`src/common/fdtd_params.svh`:
```
`ifndef FDTD_PARAMS_SVH
`define FDTD_PARAMS_SVH

// byte address width of both memory ports
`define FDTD_ADDR_W 32

// one field value per word
`define FDTD_DATA_W 32

// sweep length in words
`define FDTD_SIZE_W 16

// words per block, and the index width that covers them
`define FDTD_BLOCK_WORDS 8
`define FDTD_BLK_IDX_W 3

`endif

```
`src/common/fdtd_pkg.sv`:
```
`default_nettype none

package fdtd_pkg;

    `include "fdtd_params.svh"

    typedef enum logic {
        FIELD_HY = 1'b0,
        FIELD_EZ = 1'b1
    } field_e;

    // memory port payloads
    typedef struct packed {
        logic [`FDTD_ADDR_W-1:0] addr;
    } mem_rd_cmd_t;

    typedef struct packed {
        logic [`FDTD_ADDR_W-1:0] addr;
        logic [`FDTD_DATA_W-1:0] data;
    } mem_wr_cmd_t;

    typedef struct packed {
        logic [`FDTD_DATA_W-1:0] data;
    } mem_rd_rsp_t;

    // sweep configuration, sampled on start
    typedef struct packed {
        logic [`FDTD_ADDR_W-1:0] hy_base;
        logic [`FDTD_ADDR_W-1:0] ez_base;
        logic [`FDTD_SIZE_W-1:0] size;
        field_e                  field;
    } sweep_cfg_t;

    // calc unit side
    typedef struct packed {
        logic                       valid;
        field_e                     field;
        logic [`FDTD_BLK_IDX_W-1:0] idx;
        logic [`FDTD_DATA_W-1:0]    data;
    } field_beat_t;

    typedef struct packed {
        logic                    valid;
        logic [`FDTD_DATA_W-1:0] data;
    } upd_beat_t;

endpackage

`default_nettype wire

```
`src/source/fdtd_mem_ctrl.sv`:
```
`timescale 1ns/10ps
`default_nettype none

`include "fdtd_params.svh"

module fdtd_mem_ctrl
(
    input  logic                  ACLK,
    input  logic                  ARESETn,

    input  logic                  start_i,
    input  fdtd_pkg::sweep_cfg_t  cfg_i,
    output logic                  busy_o,

    input  logic                  irq_en_i,
    input  logic                  irq_clr_i,
    output logic                  irq_pending_o,
    output logic                  irq_o,

    output fdtd_pkg::field_beat_t rd_beat_o,
    output logic                  calc_start_o,
    input  fdtd_pkg::upd_beat_t   upd_beat_i,
    output logic                  upd_ready_o,

    output logic                  mem_rd_req_o,
    output fdtd_pkg::mem_rd_cmd_t mem_rd_cmd_o,
    input  logic                  mem_rd_ack_i,
    input  fdtd_pkg::mem_rd_rsp_t mem_rd_rsp_i,

    output logic                  mem_wr_req_o,
    output fdtd_pkg::mem_wr_cmd_t mem_wr_cmd_o,
    input  logic                  mem_wr_ack_i
);
    import fdtd_pkg::*;

    logic                   addr_load;
    field_e                 field;
    logic [`FDTD_SIZE_W-1:0] word_idx;
    logic [`FDTD_ADDR_W-1:0] addr;

    logic                   rd_go;
    logic                   rd_done;
    mem_rd_cmd_t            rd_cmd;
    mem_rd_rsp_t            rd_rsp;

    logic                   wr_go;
    logic                   wr_done;
    mem_wr_cmd_t            wr_cmd;

    // bases only reload on a start the FSM accepts
    assign addr_load = start_i & ~busy_o;

    sweep_fsm u_sweep_fsm
    (
        .ACLK         ( ACLK         ),
        .ARESETn      ( ARESETn      ),
        .start_i      ( start_i      ),
        .cfg_i        ( cfg_i        ),
        .addr_i       ( addr         ),
        .field_o      ( field        ),
        .word_idx_o   ( word_idx     ),
        .rd_go_o      ( rd_go        ),
        .rd_cmd_o     ( rd_cmd       ),
        .rd_done_i    ( rd_done      ),
        .rd_rsp_i     ( rd_rsp       ),
        .wr_go_o      ( wr_go        ),
        .wr_cmd_o     ( wr_cmd       ),
        .wr_done_i    ( wr_done      ),
        .rd_beat_o    ( rd_beat_o    ),
        .calc_start_o ( calc_start_o ),
        .upd_beat_i   ( upd_beat_i   ),
        .upd_ready_o  ( upd_ready_o  ),
        .busy_o       ( busy_o       )
    );

    field_addr_gen u_field_addr_gen
    (
        .ACLK       ( ACLK      ),
        .ARESETn    ( ARESETn   ),
        .load_i     ( addr_load ),
        .cfg_i      ( cfg_i     ),
        .field_i    ( field     ),
        .word_idx_i ( word_idx  ),
        .addr_o     ( addr      )
    );

    mem_word_port #(
        .cmd_t ( mem_rd_cmd_t ),
        .rsp_t ( mem_rd_rsp_t )
    ) u_rd_port (
        .ACLK    ( ACLK         ),
        .ARESETn ( ARESETn      ),
        .go_i    ( rd_go        ),
        .cmd_i   ( rd_cmd       ),
        .done_o  ( rd_done      ),
        .rsp_o   ( rd_rsp       ),
        .req_o   ( mem_rd_req_o ),
        .cmd_o   ( mem_rd_cmd_o ),
        .ack_i   ( mem_rd_ack_i ),
        .rsp_i   ( mem_rd_rsp_i )
    );

    // writes return nothing but the ack
    mem_word_port #(
        .cmd_t ( mem_wr_cmd_t ),
        .rsp_t ( logic        )
    ) u_wr_port (
        .ACLK    ( ACLK         ),
        .ARESETn ( ARESETn      ),
        .go_i    ( wr_go        ),
        .cmd_i   ( wr_cmd       ),
        .done_o  ( wr_done      ),
        .rsp_o   (              ),
        .req_o   ( mem_wr_req_o ),
        .cmd_o   ( mem_wr_cmd_o ),
        .ack_i   ( mem_wr_ack_i ),
        .rsp_i   ( 1'b0         )
    );

    irq_ctrl u_irq_ctrl
    (
        .ACLK      ( ACLK          ),
        .ARESETn   ( ARESETn       ),
        .busy_i    ( busy_o        ),
        .en_i      ( irq_en_i      ),
        .clr_i     ( irq_clr_i     ),
        .pending_o ( irq_pending_o ),
        .irq_o     ( irq_o         )
    );

endmodule

`default_nettype wire

```
`src/source/irq_ctrl.sv`:
```
`timescale 1ns/10ps
`default_nettype none

module irq_ctrl
(
    input  logic ACLK,
    input  logic ARESETn,

    input  logic busy_i,
    input  logic en_i,
    input  logic clr_i,
    output logic pending_o,
    output logic irq_o
);
    logic busy_q;
    logic pending_q;

    always_ff @(posedge ACLK, negedge ARESETn)
    begin
        if (!ARESETn)
        begin
            busy_q    <= 1'b0;
            pending_q <= 1'b0;
        end
        else
        begin
            busy_q <= busy_i;
            // clear wins over a fall in the same cycle
            if (clr_i)
                pending_q <= 1'b0;
            else if (busy_q && !busy_i)
                pending_q <= 1'b1;
        end
    end

    assign pending_o = pending_q;
    assign irq_o     = pending_q & en_i;

endmodule

`default_nettype wire

```
`src/source/mem_word_port.sv`:
```
`timescale 1ns/10ps
`default_nettype none

module mem_word_port
#(
    parameter type cmd_t = logic [31:0],
    parameter type rsp_t = logic [31:0]
)
(
    input  logic ACLK,
    input  logic ARESETn,

    // sequencer side
    input  logic go_i,
    input  cmd_t cmd_i,
    output logic done_o,
    output rsp_t rsp_o,

    // memory side, four-phase req/ack
    output logic req_o,
    output cmd_t cmd_o,
    input  logic ack_i,
    input  rsp_t rsp_i
);
    typedef enum logic [1:0] {
        IDLE,
        REQ,
        WAIT_ACK_LOW
    } state_e;

    state_e state_q;
    logic   done_q;
    cmd_t   cmd_q;
    rsp_t   rsp_q;

    assign req_o  = (state_q == REQ);
    assign cmd_o  = cmd_q;
    assign rsp_o  = rsp_q;
    assign done_o = done_q;

    always_ff @(posedge ACLK, negedge ARESETn)
    begin
        if (!ARESETn)
        begin
            state_q <= IDLE;
            done_q  <= 1'b0;
        end
        else
        begin
            done_q <= 1'b0;
            case (state_q)
                IDLE:
                    if (go_i)
                        state_q <= REQ;
                REQ:
                    if (ack_i)
                        state_q <= WAIT_ACK_LOW;
                WAIT_ACK_LOW:
                    if (!ack_i)
                    begin
                        done_q  <= 1'b1;
                        state_q <= IDLE;
                    end
                default:
                    state_q <= IDLE;
            endcase
        end
    end

    // command held stable for the whole req phase
    always_ff @(posedge ACLK)
    begin
        if (go_i && (state_q == IDLE))
            cmd_q <= cmd_i;
        if (ack_i && (state_q == REQ))
            rsp_q <= rsp_i;
    end

endmodule

`default_nettype wire

```
`src/sweep/field_addr_gen.sv`:
```
`timescale 1ns/10ps
`default_nettype none

`include "fdtd_params.svh"

module field_addr_gen
(
    input  logic                    ACLK,
    input  logic                    ARESETn,

    input  logic                    load_i,
    input  fdtd_pkg::sweep_cfg_t    cfg_i,

    input  fdtd_pkg::field_e        field_i,
    input  logic [`FDTD_SIZE_W-1:0] word_idx_i,
    output logic [`FDTD_ADDR_W-1:0] addr_o
);
    import fdtd_pkg::*;

    localparam int ADDR_W = `FDTD_ADDR_W;
    localparam int SIZE_W = `FDTD_SIZE_W;

    logic [ADDR_W-1:0] hy_base_q;
    logic [ADDR_W-1:0] ez_base_q;
    logic [ADDR_W-1:0] base;
    logic [ADDR_W-1:0] byte_off;

    ////////////////////////////////////////////////////////////////////////////
    // array bases

    always_ff @(posedge ACLK, negedge ARESETn)
    begin
        if (!ARESETn)
        begin
            hy_base_q <= '0;
            ez_base_q <= '0;
        end
        else if (load_i)
        begin
            hy_base_q <= cfg_i.hy_base;
            ez_base_q <= cfg_i.ez_base;
        end
    end

    ////////////////////////////////////////////////////////////////////////////
    // word index to byte address

    assign base     = (field_i == FIELD_EZ) ? ez_base_q : hy_base_q;

    // 4 bytes per word
    assign byte_off = {{(ADDR_W-SIZE_W-2){1'b0}}, word_idx_i, 2'b00};

    assign addr_o   = base + byte_off;

endmodule

`default_nettype wire

```
`src/sweep/sweep_fsm.sv`:
```
`timescale 1ns/10ps
`default_nettype none

`include "fdtd_params.svh"

module sweep_fsm
(
    input  logic                    ACLK,
    input  logic                    ARESETn,

    input  logic                    start_i,
    input  fdtd_pkg::sweep_cfg_t    cfg_i,

    input  logic [`FDTD_ADDR_W-1:0] addr_i,
    output fdtd_pkg::field_e        field_o,
    output logic [`FDTD_SIZE_W-1:0] word_idx_o,

    output logic                    rd_go_o,
    output fdtd_pkg::mem_rd_cmd_t   rd_cmd_o,
    input  logic                    rd_done_i,
    input  fdtd_pkg::mem_rd_rsp_t   rd_rsp_i,

    output logic                    wr_go_o,
    output fdtd_pkg::mem_wr_cmd_t   wr_cmd_o,
    input  logic                    wr_done_i,

    output fdtd_pkg::field_beat_t   rd_beat_o,
    output logic                    calc_start_o,
    input  fdtd_pkg::upd_beat_t     upd_beat_i,
    output logic                    upd_ready_o,
    output logic                    busy_o
);
    import fdtd_pkg::*;

    localparam int SIZE_W = `FDTD_SIZE_W;
    localparam int IDX_W  = `FDTD_BLK_IDX_W;
    localparam int LEN_W  = `FDTD_BLK_IDX_W + 1;

    typedef enum logic [2:0] {
        IDLE,
        READ_HY,
        READ_EZ,
        CALC_START,
        WRITE,
        DONE
    } state_e;

    state_e             state_q;
    logic               busy_q;
    field_e             field_q;
    logic [SIZE_W-1:0]  remain_q;
    logic [SIZE_W-1:0]  blk_base_q;
    logic [IDX_W-1:0]   idx_q;
    logic               rd_pend_q;
    logic               wr_pend_q;
    logic               calc_start_q;
    field_beat_t        rd_beat_q;

    logic [LEN_W-1:0]   blk_len;
    logic [LEN_W-1:0]   blk_len_m1;
    logic [SIZE_W-1:0]  blk_len_ext;
    logic               last_in_blk;
    logic               last_blk;

    ////////////////////////////////////////////////////////////////////////////
    // block geometry

    // a short last block covers whatever is left
    assign blk_len     = (remain_q >= SIZE_W'(`FDTD_BLOCK_WORDS)) ?
                         LEN_W'(`FDTD_BLOCK_WORDS) : remain_q[LEN_W-1:0];
    assign blk_len_m1  = blk_len - 1'b1;
    assign blk_len_ext = {{(SIZE_W-LEN_W){1'b0}}, blk_len};
    assign last_in_blk = (idx_q == blk_len_m1[IDX_W-1:0]);
    assign last_blk    = (remain_q == blk_len_ext);

    assign word_idx_o  = blk_base_q + {{(SIZE_W-IDX_W){1'b0}}, idx_q};

    always_comb
    begin
        case (state_q)
            READ_HY: field_o = FIELD_HY;
            READ_EZ: field_o = FIELD_EZ;
            default: field_o = field_q;
        endcase
    end

    ////////////////////////////////////////////////////////////////////////////
    // memory and calc handshakes

    assign rd_go_o       = ((state_q == READ_HY) || (state_q == READ_EZ)) && !rd_pend_q;
    assign rd_cmd_o.addr = addr_i;

    assign upd_ready_o   = (state_q == WRITE) && !wr_pend_q;
    assign wr_go_o       = upd_ready_o && upd_beat_i.valid;
    assign wr_cmd_o.addr = addr_i;
    assign wr_cmd_o.data = upd_beat_i.data;

    assign rd_beat_o     = rd_beat_q;
    assign calc_start_o  = calc_start_q;
    assign busy_o        = busy_q;

    always_ff @(posedge ACLK, negedge ARESETn)
    begin
        if (!ARESETn)
        begin
            state_q      <= IDLE;
            busy_q       <= 1'b0;
            field_q      <= FIELD_HY;
            remain_q     <= '0;
            blk_base_q   <= '0;
            idx_q        <= '0;
            rd_pend_q    <= 1'b0;
            wr_pend_q    <= 1'b0;
            calc_start_q <= 1'b0;
        end
        else
        begin
            calc_start_q <= (state_q == CALC_START);
            case (state_q)
                IDLE, DONE:
                begin
                    if (start_i && !busy_q)
                    begin
                        busy_q     <= 1'b1;
                        field_q    <= cfg_i.field;
                        remain_q   <= cfg_i.size;
                        blk_base_q <= '0;
                        idx_q      <= '0;
                        state_q    <= (cfg_i.size == '0) ? DONE : READ_HY;
                    end
                    else
                    begin
                        busy_q  <= 1'b0;
                        state_q <= IDLE;
                    end
                end

                READ_HY, READ_EZ:
                begin
                    if (rd_go_o)
                        rd_pend_q <= 1'b1;
                    if (rd_done_i)
                    begin
                        rd_pend_q <= 1'b0;
                        if (last_in_blk)
                        begin
                            idx_q   <= '0;
                            state_q <= (state_q == READ_HY) ? READ_EZ : CALC_START;
                        end
                        else
                            idx_q <= idx_q + 1'b1;
                    end
                end

                CALC_START:
                    state_q <= WRITE;

                WRITE:
                begin
                    if (wr_go_o)
                        wr_pend_q <= 1'b1;
                    if (wr_done_i)
                    begin
                        wr_pend_q <= 1'b0;
                        if (!last_in_blk)
                            idx_q <= idx_q + 1'b1;
                        else if (last_blk)
                        begin
                            idx_q   <= '0;
                            busy_q  <= 1'b0;
                            state_q <= DONE;
                        end
                        else
                        begin
                            // next block starts right after this one
                            idx_q      <= '0;
                            remain_q   <= remain_q - blk_len_ext;
                            blk_base_q <= blk_base_q + blk_len_ext;
                            state_q    <= READ_HY;
                        end
                    end
                end

                default:
                    state_q <= IDLE;
            endcase
        end
    end

    // forwarded word, one cycle after its read completes
    always_ff @(posedge ACLK, negedge ARESETn)
    begin
        if (!ARESETn)
            rd_beat_q <= '0;
        else
        begin
            rd_beat_q.valid <= rd_done_i;
            if (rd_done_i)
            begin
                rd_beat_q.field <= field_o;
                rd_beat_q.idx   <= idx_q;
                rd_beat_q.data  <= rd_rsp_i.data;
            end
        end
    end

endmodule

`default_nettype wire

```
`config.mk`:
```
export PLATFORM = sky130hd
export DESIGN_NAME = fdtd_mem_ctrl
export DESIGN_NICKNAME = d
export VERILOG_FILES = /design/src/common/fdtd_pkg.sv /design/src/source/fdtd_mem_ctrl.sv /design/src/source/irq_ctrl.sv /design/src/source/mem_word_port.sv /design/src/sweep/field_addr_gen.sv /design/src/sweep/sweep_fsm.sv
export VERILOG_INCLUDE_DIRS = /design/src /design/src/common
export SDC_FILE = /design/constraint.sdc
export NUM_CORES = 1
export LEC_CHECK = 0
export BUFFER_PORTS_ARGS = -buffer_cell sky130_fd_sc_hd__buf_2
export CAP_MARGIN = 5
export CELL_PAD_IN_SITES_DETAIL_PLACEMENT = 0
export CELL_PAD_IN_SITES_GLOBAL_PLACEMENT = 1
export CORE_MARGIN = 4
export CORE_UTILIZATION = 42
export CTS_BUF_LIST = sky130_fd_sc_hd__clkbuf_16
export DETAILED_ROUTE_END_ITERATION = 7
export PLACE_DENSITY_LB_ADDON = 0.1
export SKIP_LAST_GASP = 1
export SLEW_MARGIN = 5
export SYNTH_ARGS = -nofsm -noshare
export SYNTH_HDL_FRONTEND = slang
export SYNTH_SLANG_ARGS = --single-unit
```
`constraint.sdc`:
```
create_clock -name ACLK -period 5.35 [get_ports ACLK]
set_clock_uncertainty 0.2 [all_clocks]
set_input_delay 0 -clock ACLK [delete_from_list [all_inputs] [get_ports ACLK]]
set_output_delay 0 -clock ACLK [all_outputs]
set_load 0.01 [all_outputs]
```
==> metrics.csv <==
metric,value,unit
grt_pass1_vias,10900,
avgSynthCellArea,11.5,µm²
synth-seq-area-share,61.7,%
worstPathRequired,5440,ps
fin_ws,599,ps
synth_edf_count,128,
crit_type,register to register,
min_path_type,primary input to register,
fin_crit_sh,88.8,%
async_flop_share,54.3,%
setup_viol,0,
cts_buffers,30,
crit_buf_inv,0,
layout.nets,1889,
tritoncts,built,
routed_via_density,4.96,
syn_nets,1260,
clk_path_buf_depth,3,
synth_top_family_by_area,simple AND/OR/NAND/NOR gates,
groute.usage.overall,21.8,%
cpPeakStageDelay,650,ps
insertion_delay,550,ps
worst-path-max-fanout,17,
cp-start-kind,register,
drv_slew,0,
dp_cells,1726,
synth_ff_type,dfrtp_1,
ir_worst_vdd,309,µV
first_iter_violations,521,
ys_warn_count,0,
cap_violations,0,
max_slew_margin,30.9,%
max_freq,211,MHz
path_clk_slew,60,ps
crit_family,simple AND/OR/NAND/NOR gates,
area_delta_synth_final,50.5,%
synth_compound_area_share,8.18,%
p_per_area,416,mW/mm²
worstMarginPinSlew,1040,ps
synthMuxAreaShare,6.29,%
wl_per_cell,16.9,µm
dp_hpwl,21900,µm
hold_viol,0,
drt_pass1_iterations,4,
diodes,0,
grt_setup_unrepaired,false,
cp_slowest_cell,dfrtp_1,
drcViolationCount,0,
fin_crit,4750,ps
antenna_found_initial,1,
vias,10500,
cellLeakagePower,8.27,nW
wirelength,35700,µm
drtAntennaViolNets,0,
pre_cts_ws,590,ps
endpoint_kind,register,
synth_fa_ha_area_share,3.11,%
die-area,0.0323,mm²
port_buffers,292,
fill_cells,2264,
drive_above_1_share,24.2,%
synthXorXnorAreaFrac,3.75,%
root_buffer,clkbuf_16,
clock-sinks,280,
coreArea,0.0289,mm²
synth.distinct_cells,58,
grt_pass1_wl,58200,µm
syn_inst,1078,
gr-total-overflow,0,
h-tree-depth,1,
synth.ff_latch_count,280,
critPathArrivalTime,4840,ps
die-height,180,µm
rows,62,
start_util,42.8,%
ios,293,
crit_chain,nor2b_1 > o21ai_0 > nand2_2 > mux2_2 > ha_1 > nand2_1 > or3b_2 > a31oi_1 > nor2_1 > o31a_1 > nor4bb_1 > xnor2_1,
outcome,completed,
tns,0,ps
die_w,180,µm
synth-simple-area-share,15.0,%
syn_area,0.0124,mm²
finalNonFillerCells,2115,
grt_max_degree,106,
gp_congestion,0.791,
==> path summary, 6_finish.rpt <==
check | startpoint | endpoint | slack (ps) | cells past startpoint
setup / recovery | u_sweep_fsm.state_q[2] | u_rd_port.cmd_o[31] | 600 | 12
max in group asynchronous | ARESETn | u_field_addr_gen.ez_base_q[31] | 3220 | 4
min in group asynchronous | ARESETn | u_sweep_fsm.remain_q[7] | 470 | 3
setup reg to reg | u_sweep_fsm.state_q[2] | u_rd_port.cmd_o[31] | 600 | 12
hold / removal | cfg_i[1] | u_sweep_fsm.remain_q[0] | 40 | 4
hold reg to reg | u_rd_port.rsp_o[18] | u_sweep_fsm.rd_beat_o[18] | 270 | 1
==> cells in the final DEF (no fill, tap or decap), types with 6 or more instances in the layout <==
master / instances
dlygate4sd3_1: 333
nand2_1: 262
ha_1: 26
nand4_1: 14
nor2_1: 44
nor3_1: 15
nor2b_1: 6
mux2_2: 55
xnor2_1: 32
mux2i_1: 16
or4_1: 7
nor4_1: 6
and2_1: 7
buf_4: 11
a211oi_1: 7
and3_1: 6
nand3_1: 22
o21ai_0: 36
xor2_1: 21
clkinv_1: 7
nand2b_1: 9
dfrtp_1: 151
buf_2: 291
a21oi_1: 56
edfxtp_1: 128
a21o_1: 10
clkbuf_16: 31
inv_1: 28
==> cells by family (layout without fill, tap and decap cells) <==
family                     count (synthesis)  after routing
AOI/OAI and AO/OA                        162            162
adders and majority gates                 29             29
DFF                                      280            280
buffers and inverters                     62            715
other                                      1              1
muxes                                     71             71
and+or+nand+nor                          420            420
xor gates and xnor gates                  53             53
==> cell usage after synthesis (9+ instances only) <==
master,instances,area share (%)
a21o_1,10,0.61
xnor2_1,32,2.3
nand3_1,22,0.89
a21oi_1,56,2.3
nor3_1,15,0.61
nand4_1,14,0.71
buf_1,11,0.33
o21ai_0,36,1.5
inv_1,23,0.70
nor2_1,44,1.3
clkbuf_1,25,0.76
dfrtp_1,152,31
nand2_1,264,8.0
mux2i_1,16,1.3
xor2_1,21,1.5
ha_1,26,2.6
nand2b_1,9,0.45
edfxtp_1,128,31
mux2_2,55,5.0
==> state kept, by name, indices dropped and copies added (netlist names), 3 cells and up <==
| name | count |
|---|---|
| u_sweep_fsm.remain_q | 16 |
| u_sweep_fsm.rd_beat_o | 37 |
| u_sweep_fsm.state_q | 3 |
| u_rd_port.cmd_o | 32 |
| u_wr_port.cmd_o | 64 |
| u_rd_port.rsp_o | 32 |
| u_sweep_fsm.idx_q | 3 |
| u_sweep_fsm.blk_base_q | 16 |
| u_field_addr_gen.ez_base_q | 32 |
| u_field_addr_gen.hy_base_q | 32 |
==> worst min-delay path: stages <==
cell	delay, ps
dlygate4sd3_1	520
buf_2	130
nand2_1	60
nand2_1	50
==> per-layer routing <==
metal  global-route usage, %  wire length, µm
met1                    29.4            15700
met2                    36.5            16900
met3                    3.80             1960
met4                    6.10             1080
met5                       0                0
==> per-stage QoR <==
stage	hold WS (ps)	utilization [%]	instance area, µm²	power [mW]
5_1_grt	58.8	64.4	18600	8.23
4_1_cts	12.1	64.4	18600	7.79
6_report	35.0	64.4	18600	7.76
2_1_floorplan	-496	-	12400	4.47
3_5_place_dp	-38.2	49.4	14300	5.21
3_3_place_gp	-48.0	49.4	14300	5.17
==> layout make-up <==
cell class                      instances  area, µm²  share of cell area [%]
Multi-Input combinational cell        736       4530                    24.3
Sequential cell                       280       7650                    41.0
Timing Repair Buffer                  636       4880                    26.2
Clock buffer                           31        776                    4.16
Inverter                               23       86.3                   0.463
Clock inverter                         25        245                    1.32
Tap cell                              384        480                    2.58
==> power by group <==
part	internal (mW)	switching, mW	total, mW
clock	1.29	0.855	2.14
combinational	1.17	1.18	2.35
sequential	2.87	0.404	3.27
total	5.32	2.44	7.76
==> repair_timing <==
action / CTS / global route
hold buffers: 333 / 0
gates resized for setup: 0 / 0
endpoints found under the hold margin: 292 / 0
setup buffers: 0 / 0
(Power assumes the default switching activity.)
